[src/arc_support_pkg.sv]
package arc_support_pkg;

	// video base-clock select from the core
	// 01 is the 25 MHz family, 10 is 36 MHz, the rest 24 MHz
	typedef logic [1:0] clk_sel_t;

	// one colour channel of the core's video
	typedef logic [3:0] colour_t;

	// data loader image index and byte address
	typedef logic [7:0] dio_index_t;
	typedef logic [23:0] loader_addr_t;

	// core word address, byte address bits 26 down to 2
	typedef logic [24:0] core_addr_t;

	// ram byte address, always word aligned
	typedef logic [25:0] ram_addr_t;

	typedef logic [31:0] word_t;
	typedef logic [3:0] byte_sel_t;

	// pll reconfiguration sequencer states
	typedef enum logic [1:0] {
		RCFG_IDLE,
		RCFG_SETTLE,
		RCFG_WAIT_IDLE,
		RCFG_RUN
	} reconfig_state_t;

	// rom images owned by the loader
	localparam dio_index_t IDX_ROM_A = 8'd1;
	localparam dio_index_t IDX_ROM_B = 8'd2;

	// cmos ram image
	localparam dio_index_t IDX_CMOS = 8'd3;

	// the pll comes up in the 36 MHz family
	localparam clk_sel_t CLK_SEL_RESET = 2'b10;

endpackage

[src/arc_support_top.sv]
`timescale 1ns/1ps

module arc_support_top
	import arc_support_pkg::*;
#(
	parameter int RECONFIG_TIMEOUT = 1000
) (
	input  logic         clk_sys,
	input  logic         arst_n_i,

	// shared by the sequencer and the blanking
	input  clk_sel_t     clk_sel_i,

	// pixel pll reconfiguration
	input  logic         reconfig_busy_i,
	input  logic         rom_q24_i,
	input  logic         rom_q25_i,
	input  logic         rom_q36_i,
	output logic         vid_clk_ena_o,
	output logic         write_from_rom_o,
	output logic         reconfig_o,
	output logic         reconfig_reset_o,
	output logic         rom_q_o,

	// video
	input  logic         ce_pix_i,
	input  logic         scandoubler_disable_i,
	input  logic         hs_i,
	input  logic         vs_i,
	input  colour_t      r_i,
	input  colour_t      g_i,
	input  colour_t      b_i,
	output logic         hs_o,
	output logic         vs_o,
	output colour_t      r_o,
	output colour_t      g_o,
	output colour_t      b_o,
	output logic         scandoubler_en_o,

	// loader
	input  logic         downloading_i,
	input  logic         uploading_i,
	input  dio_index_t   dio_index_i,
	input  logic         loader_we_i,
	input  loader_addr_t loader_addr_i,
	input  byte_sel_t    loader_sel_i,
	input  word_t        loader_data_i,

	// core bus
	input  logic         core_stb_i,
	input  logic         core_we_i,
	input  byte_sel_t    core_sel_i,
	input  core_addr_t   core_addr_i,
	input  word_t        core_data_i,
	output logic         core_ack_o,

	// ram and board
	input  logic         ram_ack_i,
	input  logic         ram_ready_i,
	input  logic         reset_button_i,
	output logic         ram_stb_o,
	output logic         ram_cyc_o,
	output logic         ram_we_o,
	output byte_sel_t    ram_sel_o,
	output ram_addr_t    ram_addr_o,
	output word_t        ram_data_o,
	output logic         rom_ready_o,
	output logic         core_reset_o,
	output logic         cmos_we_o,
	output logic         cmos_rd_o
);

	pll_reconfig_seq #(
		.RECONFIG_TIMEOUT (RECONFIG_TIMEOUT)
	) pll_reconfig_seq_i (
		.clk_sys          (clk_sys),
		.arst_n_i         (arst_n_i),
		.clk_sel_i        (clk_sel_i),
		.reconfig_busy_i  (reconfig_busy_i),
		.write_from_rom_o (write_from_rom_o),
		.reconfig_o       (reconfig_o),
		.reconfig_reset_o (reconfig_reset_o),
		.vid_clk_ena_o    (vid_clk_ena_o),
		.rom_q24_i        (rom_q24_i),
		.rom_q25_i        (rom_q25_i),
		.rom_q36_i        (rom_q36_i),
		.rom_q_o          (rom_q_o)
	);

	back_porch_blank back_porch_blank_i (
		.clk_sys               (clk_sys),
		.arst_n_i              (arst_n_i),
		.ce_pix_i              (ce_pix_i),
		.clk_sel_i             (clk_sel_i),
		.scandoubler_disable_i (scandoubler_disable_i),
		.hs_i                  (hs_i),
		.vs_i                  (vs_i),
		.r_i                   (r_i),
		.g_i                   (g_i),
		.b_i                   (b_i),
		.hs_o                  (hs_o),
		.vs_o                  (vs_o),
		.r_o                   (r_o),
		.g_o                   (g_o),
		.b_o                   (b_o),
		.scandoubler_en_o      (scandoubler_en_o)
	);

	mem_loader_arbiter mem_loader_arbiter_i (
		.clk_sys        (clk_sys),
		.arst_n_i       (arst_n_i),
		.downloading_i  (downloading_i),
		.uploading_i    (uploading_i),
		.dio_index_i    (dio_index_i),
		.loader_we_i    (loader_we_i),
		.loader_addr_i  (loader_addr_i),
		.loader_sel_i   (loader_sel_i),
		.loader_data_i  (loader_data_i),
		.core_stb_i     (core_stb_i),
		.core_we_i      (core_we_i),
		.core_sel_i     (core_sel_i),
		.core_addr_i    (core_addr_i),
		.core_data_i    (core_data_i),
		.core_ack_o     (core_ack_o),
		.ram_stb_o      (ram_stb_o),
		.ram_cyc_o      (ram_cyc_o),
		.ram_we_o       (ram_we_o),
		.ram_sel_o      (ram_sel_o),
		.ram_addr_o     (ram_addr_o),
		.ram_data_o     (ram_data_o),
		.ram_ack_i      (ram_ack_i),
		.ram_ready_i    (ram_ready_i),
		.reset_button_i (reset_button_i),
		.rom_ready_o    (rom_ready_o),
		.core_reset_o   (core_reset_o),
		.cmos_we_o      (cmos_we_o),
		.cmos_rd_o      (cmos_rd_o)
	);

endmodule

[src/back_porch_blank.sv]
`timescale 1ns/1ps

module back_porch_blank
	import arc_support_pkg::*;
(
	input  logic     clk_sys,
	input  logic     arst_n_i,

	// pixel clock enable from the core
	input  logic     ce_pix_i,

	input  clk_sel_t clk_sel_i,
	input  logic     scandoubler_disable_i,

	// raw core video
	input  logic     hs_i,
	input  logic     vs_i,
	input  colour_t  r_i,
	input  colour_t  g_i,
	input  colour_t  b_i,

	// registered and blanked video
	output logic     hs_o,
	output logic     vs_o,
	output colour_t  r_o,
	output colour_t  g_o,
	output colour_t  b_o,

	output logic     scandoubler_en_o
);

	logic [7:0] blank_cnt;
	logic       tv_mode;
	logic       porch_done;

	// 15 kHz modes use matching select bits
	assign tv_mode = (clk_sel_i[0] == clk_sel_i[1]);

	// window is 256 cycles in tv mode, 64 for vga
	assign porch_done = tv_mode ? &blank_cnt : &blank_cnt[5:0];

	assign scandoubler_en_o = !scandoubler_disable_i && tv_mode;

	always_ff @(posedge clk_sys or negedge arst_n_i) begin
		if (!arst_n_i) begin
			blank_cnt <= '0;
			hs_o <= 1'b0;
			vs_o <= 1'b0;
			r_o <= '0;
			g_o <= '0;
			b_o <= '0;
		end else begin
			// restart the window during hsync
			if (!hs_o)
				blank_cnt <= '0;
			else if (!porch_done)
				blank_cnt <= blank_cnt + 1'b1;

			if (ce_pix_i) begin
				hs_o <= hs_i;
				vs_o <= vs_i;
				r_o <= porch_done ? r_i : '0;
				g_o <= porch_done ? g_i : '0;
				b_o <= porch_done ? b_i : '0;
			end
		end
	end

endmodule

[src/mem_loader_arbiter.sv]
`timescale 1ns/1ps

module mem_loader_arbiter
	import arc_support_pkg::*;
(
	input  logic         clk_sys,
	input  logic         arst_n_i,

	// data loader
	input  logic         downloading_i,
	input  logic         uploading_i,
	input  dio_index_t   dio_index_i,
	input  logic         loader_we_i,
	input  loader_addr_t loader_addr_i,
	input  byte_sel_t    loader_sel_i,
	input  word_t        loader_data_i,

	// core memory bus
	input  logic         core_stb_i,
	input  logic         core_we_i,
	input  byte_sel_t    core_sel_i,
	input  core_addr_t   core_addr_i,
	input  word_t        core_data_i,
	output logic         core_ack_o,

	// ram port
	output logic         ram_stb_o,
	output logic         ram_cyc_o,
	output logic         ram_we_o,
	output byte_sel_t    ram_sel_o,
	output ram_addr_t    ram_addr_o,
	output word_t        ram_data_o,
	input  logic         ram_ack_i,
	input  logic         ram_ready_i,

	// board and system
	input  logic         reset_button_i,
	output logic         rom_ready_o,
	output logic         core_reset_o,

	// cmos image strobes
	output logic         cmos_we_o,
	output logic         cmos_rd_o
);

	logic loader_active;
	logic loader_active_q;
	logic loader_stb;

	assign loader_active = downloading_i &&
		(dio_index_i == IDX_ROM_A || dio_index_i == IDX_ROM_B);

	always_ff @(posedge clk_sys or negedge arst_n_i) begin
		if (!arst_n_i) begin
			loader_active_q <= 1'b0;
			loader_stb <= 1'b0;
			rom_ready_o <= 1'b0;
		end else begin
			loader_active_q <= loader_active;

			// roms are in place once the first load finishes
			if (loader_active_q && !loader_active)
				rom_ready_o <= 1'b1;

			// keep the strobe up until the ram acknowledges
			if (loader_we_i)
				loader_stb <= 1'b1;
			else if (ram_ack_i)
				loader_stb <= 1'b0;
		end
	end

	always_comb begin
		if (loader_active) begin
			ram_we_o = 1'b1;
			ram_sel_o = loader_sel_i;
			ram_addr_o = {2'b00, loader_addr_i[23:2], 2'b00};
			ram_data_o = loader_data_i;
			ram_stb_o = loader_stb;
			ram_cyc_o = loader_stb;
			core_ack_o = 1'b0;
		end else begin
			ram_we_o = core_we_i;
			ram_sel_o = core_sel_i;
			// core sees the low 16 MB of ram
			ram_addr_o = {2'b00, core_addr_i[21:0], 2'b00};
			ram_data_o = core_data_i;
			ram_stb_o = core_stb_i;
			ram_cyc_o = core_stb_i;
			core_ack_o = ram_ack_i;
		end
	end

	assign core_reset_o = !ram_ready_i || !rom_ready_o || reset_button_i;

	assign cmos_we_o = downloading_i && (dio_index_i == IDX_CMOS) && loader_we_i;
	assign cmos_rd_o = uploading_i && (dio_index_i == IDX_CMOS);

endmodule

[src/pll_reconfig_seq.sv]
`timescale 1ns/1ps

module pll_reconfig_seq
	import arc_support_pkg::*;
#(
	parameter int RECONFIG_TIMEOUT = 1000
) (
	input  logic     clk_sys,
	input  logic     arst_n_i,

	// requested base clock from the core
	input  clk_sel_t clk_sel_i,

	// reconfiguration engine
	input  logic     reconfig_busy_i,
	output logic     write_from_rom_o,
	output logic     reconfig_o,
	output logic     reconfig_reset_o,

	// gate for the video clock buffers
	output logic     vid_clk_ena_o,

	// parameter rom data, one rom per clock family
	input  logic     rom_q24_i,
	input  logic     rom_q25_i,
	input  logic     rom_q36_i,
	output logic     rom_q_o
);

	localparam int CNT_W = $clog2(RECONFIG_TIMEOUT + 1);

	reconfig_state_t  state;
	clk_sel_t         sel_q;
	logic [CNT_W-1:0] timeout_cnt;

	always_ff @(posedge clk_sys or negedge arst_n_i) begin
		if (!arst_n_i) begin
			state <= RCFG_IDLE;
			sel_q <= CLK_SEL_RESET;
			timeout_cnt <= '0;
			vid_clk_ena_o <= 1'b0;
			write_from_rom_o <= 1'b0;
			reconfig_o <= 1'b0;
			reconfig_reset_o <= 1'b0;
		end else begin
			// engine controls are single cycle pulses
			write_from_rom_o <= 1'b0;
			reconfig_o <= 1'b0;
			reconfig_reset_o <= 1'b0;

			case (state)
			RCFG_IDLE: begin
				vid_clk_ena_o <= 1'b1;
				sel_q <= clk_sel_i;
				if (clk_sel_i != sel_q) begin
					// stop the video clock while the pll is rewritten
					vid_clk_ena_o <= 1'b0;
					write_from_rom_o <= 1'b1;
					state <= RCFG_SETTLE;
				end
			end

			// give the engine a cycle to pick up the rom write
			RCFG_SETTLE: state <= RCFG_WAIT_IDLE;

			RCFG_WAIT_IDLE: begin
				if (!reconfig_busy_i) begin
					reconfig_o <= 1'b1;
					// reset pulse lands timeout-1 cycles after reconfig
					timeout_cnt <= CNT_W'(RECONFIG_TIMEOUT - 1);
					state <= RCFG_RUN;
				end
			end

			RCFG_RUN: begin
				timeout_cnt <= timeout_cnt - 1'b1;
				// engine stuck busy, kick it with a reset
				if (timeout_cnt == CNT_W'(1)) begin
					reconfig_reset_o <= 1'b1;
					state <= RCFG_IDLE;
				end
				if (!reconfig_o && !reconfig_busy_i)
					state <= RCFG_IDLE;
			end

			default: state <= RCFG_IDLE;
			endcase
		end
	end

	// rom bit for the family being requested
	always_comb begin
		case (clk_sel_i)
		2'b01:   rom_q_o = rom_q25_i;
		2'b10:   rom_q_o = rom_q36_i;
		default: rom_q_o = rom_q24_i;
		endcase
	end

endmodule

[config.mk]
export PLATFORM = sky130hd
export DESIGN_NAME = arc_support_top
export DESIGN_NICKNAME = d
export VERILOG_FILES = /design/src/arc_support_pkg.sv /design/src/arc_support_top.sv /design/src/back_porch_blank.sv /design/src/mem_loader_arbiter.sv /design/src/pll_reconfig_seq.sv
export SDC_FILE = /design/constraint.sdc
export NUM_CORES = 1
export LEC_CHECK = 0
export ABC_AREA = 1
export BUFFER_PORTS_ARGS = -buffer_cell sky130_fd_sc_hd__clkbuf_2
export CORE_MARGIN = 2
export CORE_UTILIZATION = 35
export CTS_CLUSTER_SIZE = 8
export DETAILED_ROUTE_END_ITERATION = 10
export GPL_TIMING_DRIVEN = 0
export PLACE_DENSITY = 0.8
export SLEW_MARGIN = 10
export SYNTH_ARGS = -nofsm -noshare
export SYNTH_HDL_FRONTEND = slang
export SYNTH_HIERARCHICAL = 1
export SYNTH_SLANG_ARGS = --single-unit
[constraint.sdc]
create_clock -name clk_sys -period 1.4 [get_ports clk_sys]
set_input_delay 0.07 -clock clk_sys [delete_from_list [all_inputs] [get_ports clk_sys]]
set_output_delay 0.07 -clock clk_sys [all_outputs]
set_load 0.05 [all_outputs]
=== Word level (Yosys, flattened, before mapping) ===
Index checks and enable logic that the tools add are counted.
W data, S select, Z words.

* Eq/ne operators: 15
* Reductions and logical operators: 23
* $add $sub $neg: 2
* Multiplexer cells: 29

{| class="wikitable"
|+ Operators with widths
! kind !! count
|-
| $mux W32 || 1
|-
| $mux W24 || 1
|-
| $pmux W10 S2 || 1
|-
| $eq A8 B2 Y1 const B || 2
|-
| $mux W4 || 4
|-
| $mux W8 || 2
|-
| $mux W1 || 13
|-
| $eq A10 B1 Y1 const B || 1
|-
| $mux W10 || 1
|-
| $sub A10 B1 Y10 const B || 1
|-
| $add A8 B1 Y8 const B || 1
|-
| $eq A8 B1 Y1 const B || 1
|-
| $mux W2 || 4
|-
| $pmux W2 S4 || 1
|-
| $reduce_and A8 Y1 || 1
|-
| $logic_and A1 B1 Y1 || 7
|-
| $eq A2 B2 Y1 const B || 3
|-
| $logic_not A1 Y1 || 6
|-
| $reduce_and A6 Y1 || 1
|-
| $eq A2 B1 Y1 const B || 2
|-
| $ne A2 B2 Y1 const B || 2
|-
| $reduce_bool A2 Y1 || 2
|-
| $logic_or A1 B1 Y1 || 3
|-
| $ne A3 B1 Y1 const B || 1
|-
| 7 further kinds || 7
|}

* Output and inout bits: 90
* Bits of input ports: 161
* Word-level logic and storage cells: 85
* Flip-flop bits (word level): 43

=== Longest topological paths before layout ===
* Depth in word-level cells: 5
* Depth in mapped cells: 9
* Mapped depth without buffers: 9

=== By module ===
Netlist, hierarchy kept.

{| class="wikitable"
|+ Modules (own cells, without submodules)
! module !! times used !! cells each !! area an instance (µm²)
|-
| mem_loader_arbiter || 1 || 231 || 1132.3
|-
| back_porch_blank || 1 || 132 || 1108.6
|-
| pll_reconfig_seq || 1 || 132 || 1021.0
|}

=== Worst setup path before layout ===
OpenSTA, ideal clock, no wires.

* Kind: input to output
* From: in dio_index_i[5]
* To: out ram_stb_o
* Buffers on the path: 2
* Setup slack: 11 ps
* Arrival time: 1319 ps
* Required time: 1330 ps
* Cell stages on the path: 8
* Cell sequence: nor2_1 inv_2 nor2_4 nand2_4 buf_6 nand2_1 nand2_1 buf_4

* Cells in the longest elaborated chain, start to end: 4

{| class="wikitable"
|+ RTL lines
! item !! line !! source
|-
| start: declaration || arc_support_top.sv:43 || <nowiki>input dio_index_t dio_index_i,</nowiki>
|-
| $eq A8 B1 Y1 / $eq A8 B2 Y1 (equally long branches) || mem_loader_arbiter.sv:51 || <nowiki>(dio_index_i == IDX_ROM_A || dio_index_i == IDX_ROM_B);</nowiki>
|-
| $logic_or A1 B1 Y1 (*) || mem_loader_arbiter.sv:51 ||
|-
| $logic_and A1 B1 Y1 (*) || mem_loader_arbiter.sv:50 || <nowiki>assign loader_active = downloading_i &&</nowiki>
|-
| $mux W1 (*) || -- ||
|-
| end: declaration || arc_support_top.sv:61 || <nowiki>output logic ram_stb_o,</nowiki>
|}

Mark *: on every way between the ends. The rest lies on a longest branch, timed or not.

=== Final worst setup path ===
* From: reg pll_reconfig_seq_i.state[1]
* To: reg pll_reconfig_seq_i.timeout_cnt[6]

* Cells in the longest elaborated chain, start to end: 3

{| class="wikitable"
|+ RTL lines
! item !! line !! source
|-
| start: declaration || pll_reconfig_seq.sv:32 || <nowiki>reconfig_state_t state;</nowiki>
|-
| start signal: assignment || pll_reconfig_seq.sv:38 || <nowiki>state <= RCFG_IDLE;</nowiki>
|-
| start signal: assignment || pll_reconfig_seq.sv:59 || <nowiki>state <= RCFG_SETTLE;</nowiki>
|-
| start signal: assignment || pll_reconfig_seq.sv:64 || <nowiki>RCFG_SETTLE: state <= RCFG_WAIT_IDLE;</nowiki>
|-
| $eq A2 B2 Y1 || pll_reconfig_seq.sv:51 || <nowiki>case (state)</nowiki>
|-
| $ne A2 B2 Y1 (no line) / $reduce_bool A2 Y1 (equally long branches) || -- ||
|-
| $reduce_and A2 Y1 (no line) || -- ||
|-
| end signal: assignment || pll_reconfig_seq.sv:70 || <nowiki>timeout_cnt <= CNT_W'(RECONFIG_TIMEOUT - 1);</nowiki>
|-
| end signal: assignment || pll_reconfig_seq.sv:76 || <nowiki>timeout_cnt <= timeout_cnt - 1'b1;</nowiki>
|-
| end: declaration || pll_reconfig_seq.sv:34 || <nowiki>logic [CNT_W-1:0] timeout_cnt;</nowiki>
|}

Parallel ways exist; a longest one is shown, timed or not.
A chain may end at the register's enable or synchronous reset.

==> flow_metrics.py <==
metrics = {
    "outcome": {
        "outcome": "complete, but fails checks",
        "violations": "hold timing",
    },
    "synthesis": {
        "synth_enable_flop_cells": 0,
        "syn-mean-instance-area_um2": 6.59,
        "synth_top_area_cell": "dfrtp_1",
        "synth_top_family_by_area": "simple AND/OR/NAND/NOR gates",
        "syn_area_um2": 3260,
        "synth_mux_area_share_pct": 0,
        "synth_top_flop_cell": "dfrtp_1",
        "yosysUniqueCellTypes": 31,
        "ys_seq_area_share_pct": 33.0,
        "synth_compound_area_share_pct": 6.25,
        "async_flop_share_pct": 100,
        "synthCells": 495,
        "yosys.area_share.xor_xnor_pct": 1.07,
        "synthSimpleGateAreaFrac_pct": 45.3,
        "synthAdderAreaFrac_pct": 3.07,
        "synth-warning-count": 6,
        "synth_top_area_share_pct": 32.2,
        "synth_seq_cells": 43,
        "synthTopCellsByArea": "dfrtp_1 (32%), nand2_1 (24%), nand3_1 (12%), inv_1 (3.8%), ha_1 (3.1%)",
    },
    "die": {
        "dieHeight_um": 101,
        "start_util_pct": 35.6,
        "fp.dieArea_um2": 10100,
        "num_rows": 35,
        "dieWidth_um": 101,
        "fp.coreArea_um2": 9150,
        "io_pins": 251,
    },
    "power": {
        "p_per_area_nw_per_um2": 990,
        "leakagePower_nw": 3.10,
        "ir_drop_v": 0.000911,
    },
    "clocking": {
        "cts_tree": "built",
        "root_buffer": "clkbuf_8",
        "clockBufferDepth": 2,
        "htreeDepth": 2,
        "insertion_delay_ps": 300,
        "cts_buffers": 5,
        "clkTransAtPathRegs_ps": 80,
        "cts_sinks": 43,
    },
    "place": {
        "place_ws_ps": -79.4,
        "gp_congestion": 0.850,
        "dp_hpwl_mm": 10.8,
        "dp.cells": 849,
        "placed_cell_area_um2": 4610,
        "io_buffers": 240,
    },
    "global_routing": {
        "grt_overflow": 0,
        "grt_pass1_wl_mm": 18.9,
        "grt_max_degree": 44,
        "grt_pass1_vias": 3831,
        "grt_usage_pct": 24.3,
        "antenna_found_initial": 0,
    },
    "setup_path": {
        "cp.arrival_ps": 1560,
        "r2r_cells": 7,
        "required_ps": 1590,
        "critPathMaxFanout": 6,
        "reg2reg_from": "pll_reconfig_seq_i/state[1]",
        "end_kind": "flip-flop",
        "start_kind": "flip-flop",
        "critical_path_class": "flip-flop to flip-flop",
        "reg2reg_to": "pll_reconfig_seq_i/timeout_cnt[6]",
        "r2r_setup_slack_ps": 30,
    },
    "sta": {
        "drv_slew": 0,
        "setup_slack_ps": 31.1,
        "slew-limit-headroom_pct": 36.7,
        "setup-tns-final_ps": 0,
        "skew_ps": 10.3,
        "timing.hold.ws_ps": -7.83,
        "rsz0062_at_grt": "yes",
        "max_freq_mhz": 731,
        "finalCritPeriodShare_pct": 97.8,
        "finalHoldViolCount": 3,
        "min_period_ps": 1370,
        "setup_violations": 0,
        "worstMarginPinSlew_ps": 950,
    },
    "hold_path": {
        "hold_path_end": "back_porch_blank_i/r_o[0]",
        "min_from": "r_i[0]",
        "hold-path-cell-count": 3,
        "hp-class": "input port to flip-flop",
    },
    "detailed_routing": {
        "wl_mm": 13.7,
        "wire_per_inst_um": 15.5,
        "drtPass1Iterations": 4,
        "ant_nets": 0,
        "vias_per_cell": 4.75,
        "drc": 0,
        "vias": 4187,
        "initialDrtViolationCount": 138,
    },
    "finish": {
        "final_cells": 881,
        "drive_above_1_share_pct": 45.5,
        "num-nets-final": 938,
        "syn2layout_area_growth_pct": 63.0,
        "diodes": 0,
        "finalInstanceArea_um2": 5320,
    },
    "flow_run": {
        "cap_violations": 0,
    },
}
## kinds of logic after synthesis
logic type      count (synthesis)
simple gates                  337
buf+inv                        68
flops                          43
compound gates                 34
fa+ha+maj                       8
xor+xnor                        4
other cells                     1
## power by group
| part | internal [mW] | leakage [nW] | total, mW | switching, mW |
|---|---|---|---|---|
| sequential | 1.48 | 0.531 | 1.66 | 0.182 |
| combinational | 0.830 | 2.50 | 2.46 | 1.63 |
| clock | 0.711 | 0.0644 | 1.15 | 0.436 |
| total | 3.02 | 3.10 | 5.27 | 2.24 |
## what timing repair did
item                       4_1_cts  5_1_grt
setup buffers                    8        4
hold buffers                    10        0
gates cloned                     0        3
gates resized for setup         20      166
pin swaps                        5       11
setup endpoints to repair       18       83
hold endpoints to repair        51        0
## cell usage after synthesis, types with 4 or more instances
| cell type | number |
|---|---|
| nand2_1 | 210 |
| nand3_1 | 78 |
| dfrtp_1 | 42 |
| inv_1 | 33 |
| nor2_1 | 24 |
| o21ai_0 | 17 |
| buf_4 | 11 |
| buf_6 | 8 |
| ha_1 | 8 |
| buf_2 | 7 |
| inv_2 | 7 |
| nand3_2 | 6 |
| a21oi_1 | 5 |
| nor2_2 | 4 |
| o21ai_2 | 4 |
## metal layers
| layer | routed length (um) | GRT usage [%] |
|---|---|---|
| met5 | 0 | 0 |
| met4 | 264 | 5.27 |
| met3 | 1550 | 10.7 |
| met2 | 6560 | 41.1 |
| met1 | 5300 | 28.5 |
## sequential cells by signal, indices dropped and copies added, names as in the netlist
register                              count
mem_loader_arbiter_i/rom_ready_o          1
mem_loader_arbiter_i/loader_active_q      1
mem_loader_arbiter_i/loader_stb           1
pll_reconfig_seq_i/timeout_cnt           10
pll_reconfig_seq_i/sel_q                  2
back_porch_blank_i/r_o                    4
pll_reconfig_seq_i/state                  2
pll_reconfig_seq_i/reconfig_o             1
pll_reconfig_seq_i/write_from_rom_o       1
back_porch_blank_i/blank_cnt              8
back_porch_blank_i/vs_o                   1
back_porch_blank_i/hs_o                   1
pll_reconfig_seq_i/vid_clk_ena_o          1
back_porch_blank_i/b_o                    4
back_porch_blank_i/g_o                    4
pll_reconfig_seq_i/reconfig_reset_o       1
## placed cells by master, fill, tap and decap left out, types with 6 or more instances in the layout
master	synthesis	final
nand2_1	210	199
clkbuf_2	0	189
nand3_1	78	77
dfrtp_1	42	41
inv_1	33	31
buf_4	11	30
buf_6	8	27
nor2_1	24	22
clkbuf_4	0	15
buf_2	7	13
nand2_2	3	12
o21ai_2	4	10
dlygate4sd3_1	0	10
inv_2	7	9
o21ai_0	17	7
nor2_2	4	6
nand3_2	6	6
## final cells by class
cell class	count	area, um2
buffer	27	214
inverter	40	150
sequential	43	1080
timing repair buffer	262	1590
fill	844	3840
multi-input combinational	390	2010
clock buffer	5	68.8
clock inverter	3	67.6
tap	111	139
## worst max-delay path by stage
stage | from | to | slack (ps) | cells past startpoint
final | pll_reconfig_seq_i/state[1] | pll_reconfig_seq_i/timeout_cnt[6] | 30 | 7
after global routing | pll_reconfig_seq_i/state[1] | pll_reconfig_seq_i/timeout_cnt[6] | -60 | 7
after global placement | dio_index_i[5] | ram_stb_o | -90 | 9
after floorplan | dio_index_i[5] | ram_stb_o | 10 | 8
after detailed placement | pll_reconfig_seq_i/state[0] | pll_reconfig_seq_i/timeout_cnt[6] | -80 | 8
after CTS | dio_index_i[1] | ram_data_o[15] | 3 | 9
## worst max-delay path, cell delays in order (launching register included)
cell and delay (ps):
dfrtp_2 450, ha_2 210, o21ai_4 250, nor2_2 80
nand3_1 90, nor2_1 50, nor2_1 80, nand2_1 50
## per-stage QoR
step / utilization (%) / power [mW]
2_1_floorplan: - / 3.14
3_3_place_gp: 50.4 / 3.77
3_5_place_dp: 50.4 / 3.82
4_1_cts: 54.3 / 5.08
5_1_grt: 58.1 / 5.59
6_report: 58.1 / 5.27
(Power assumes the default switching activity.)
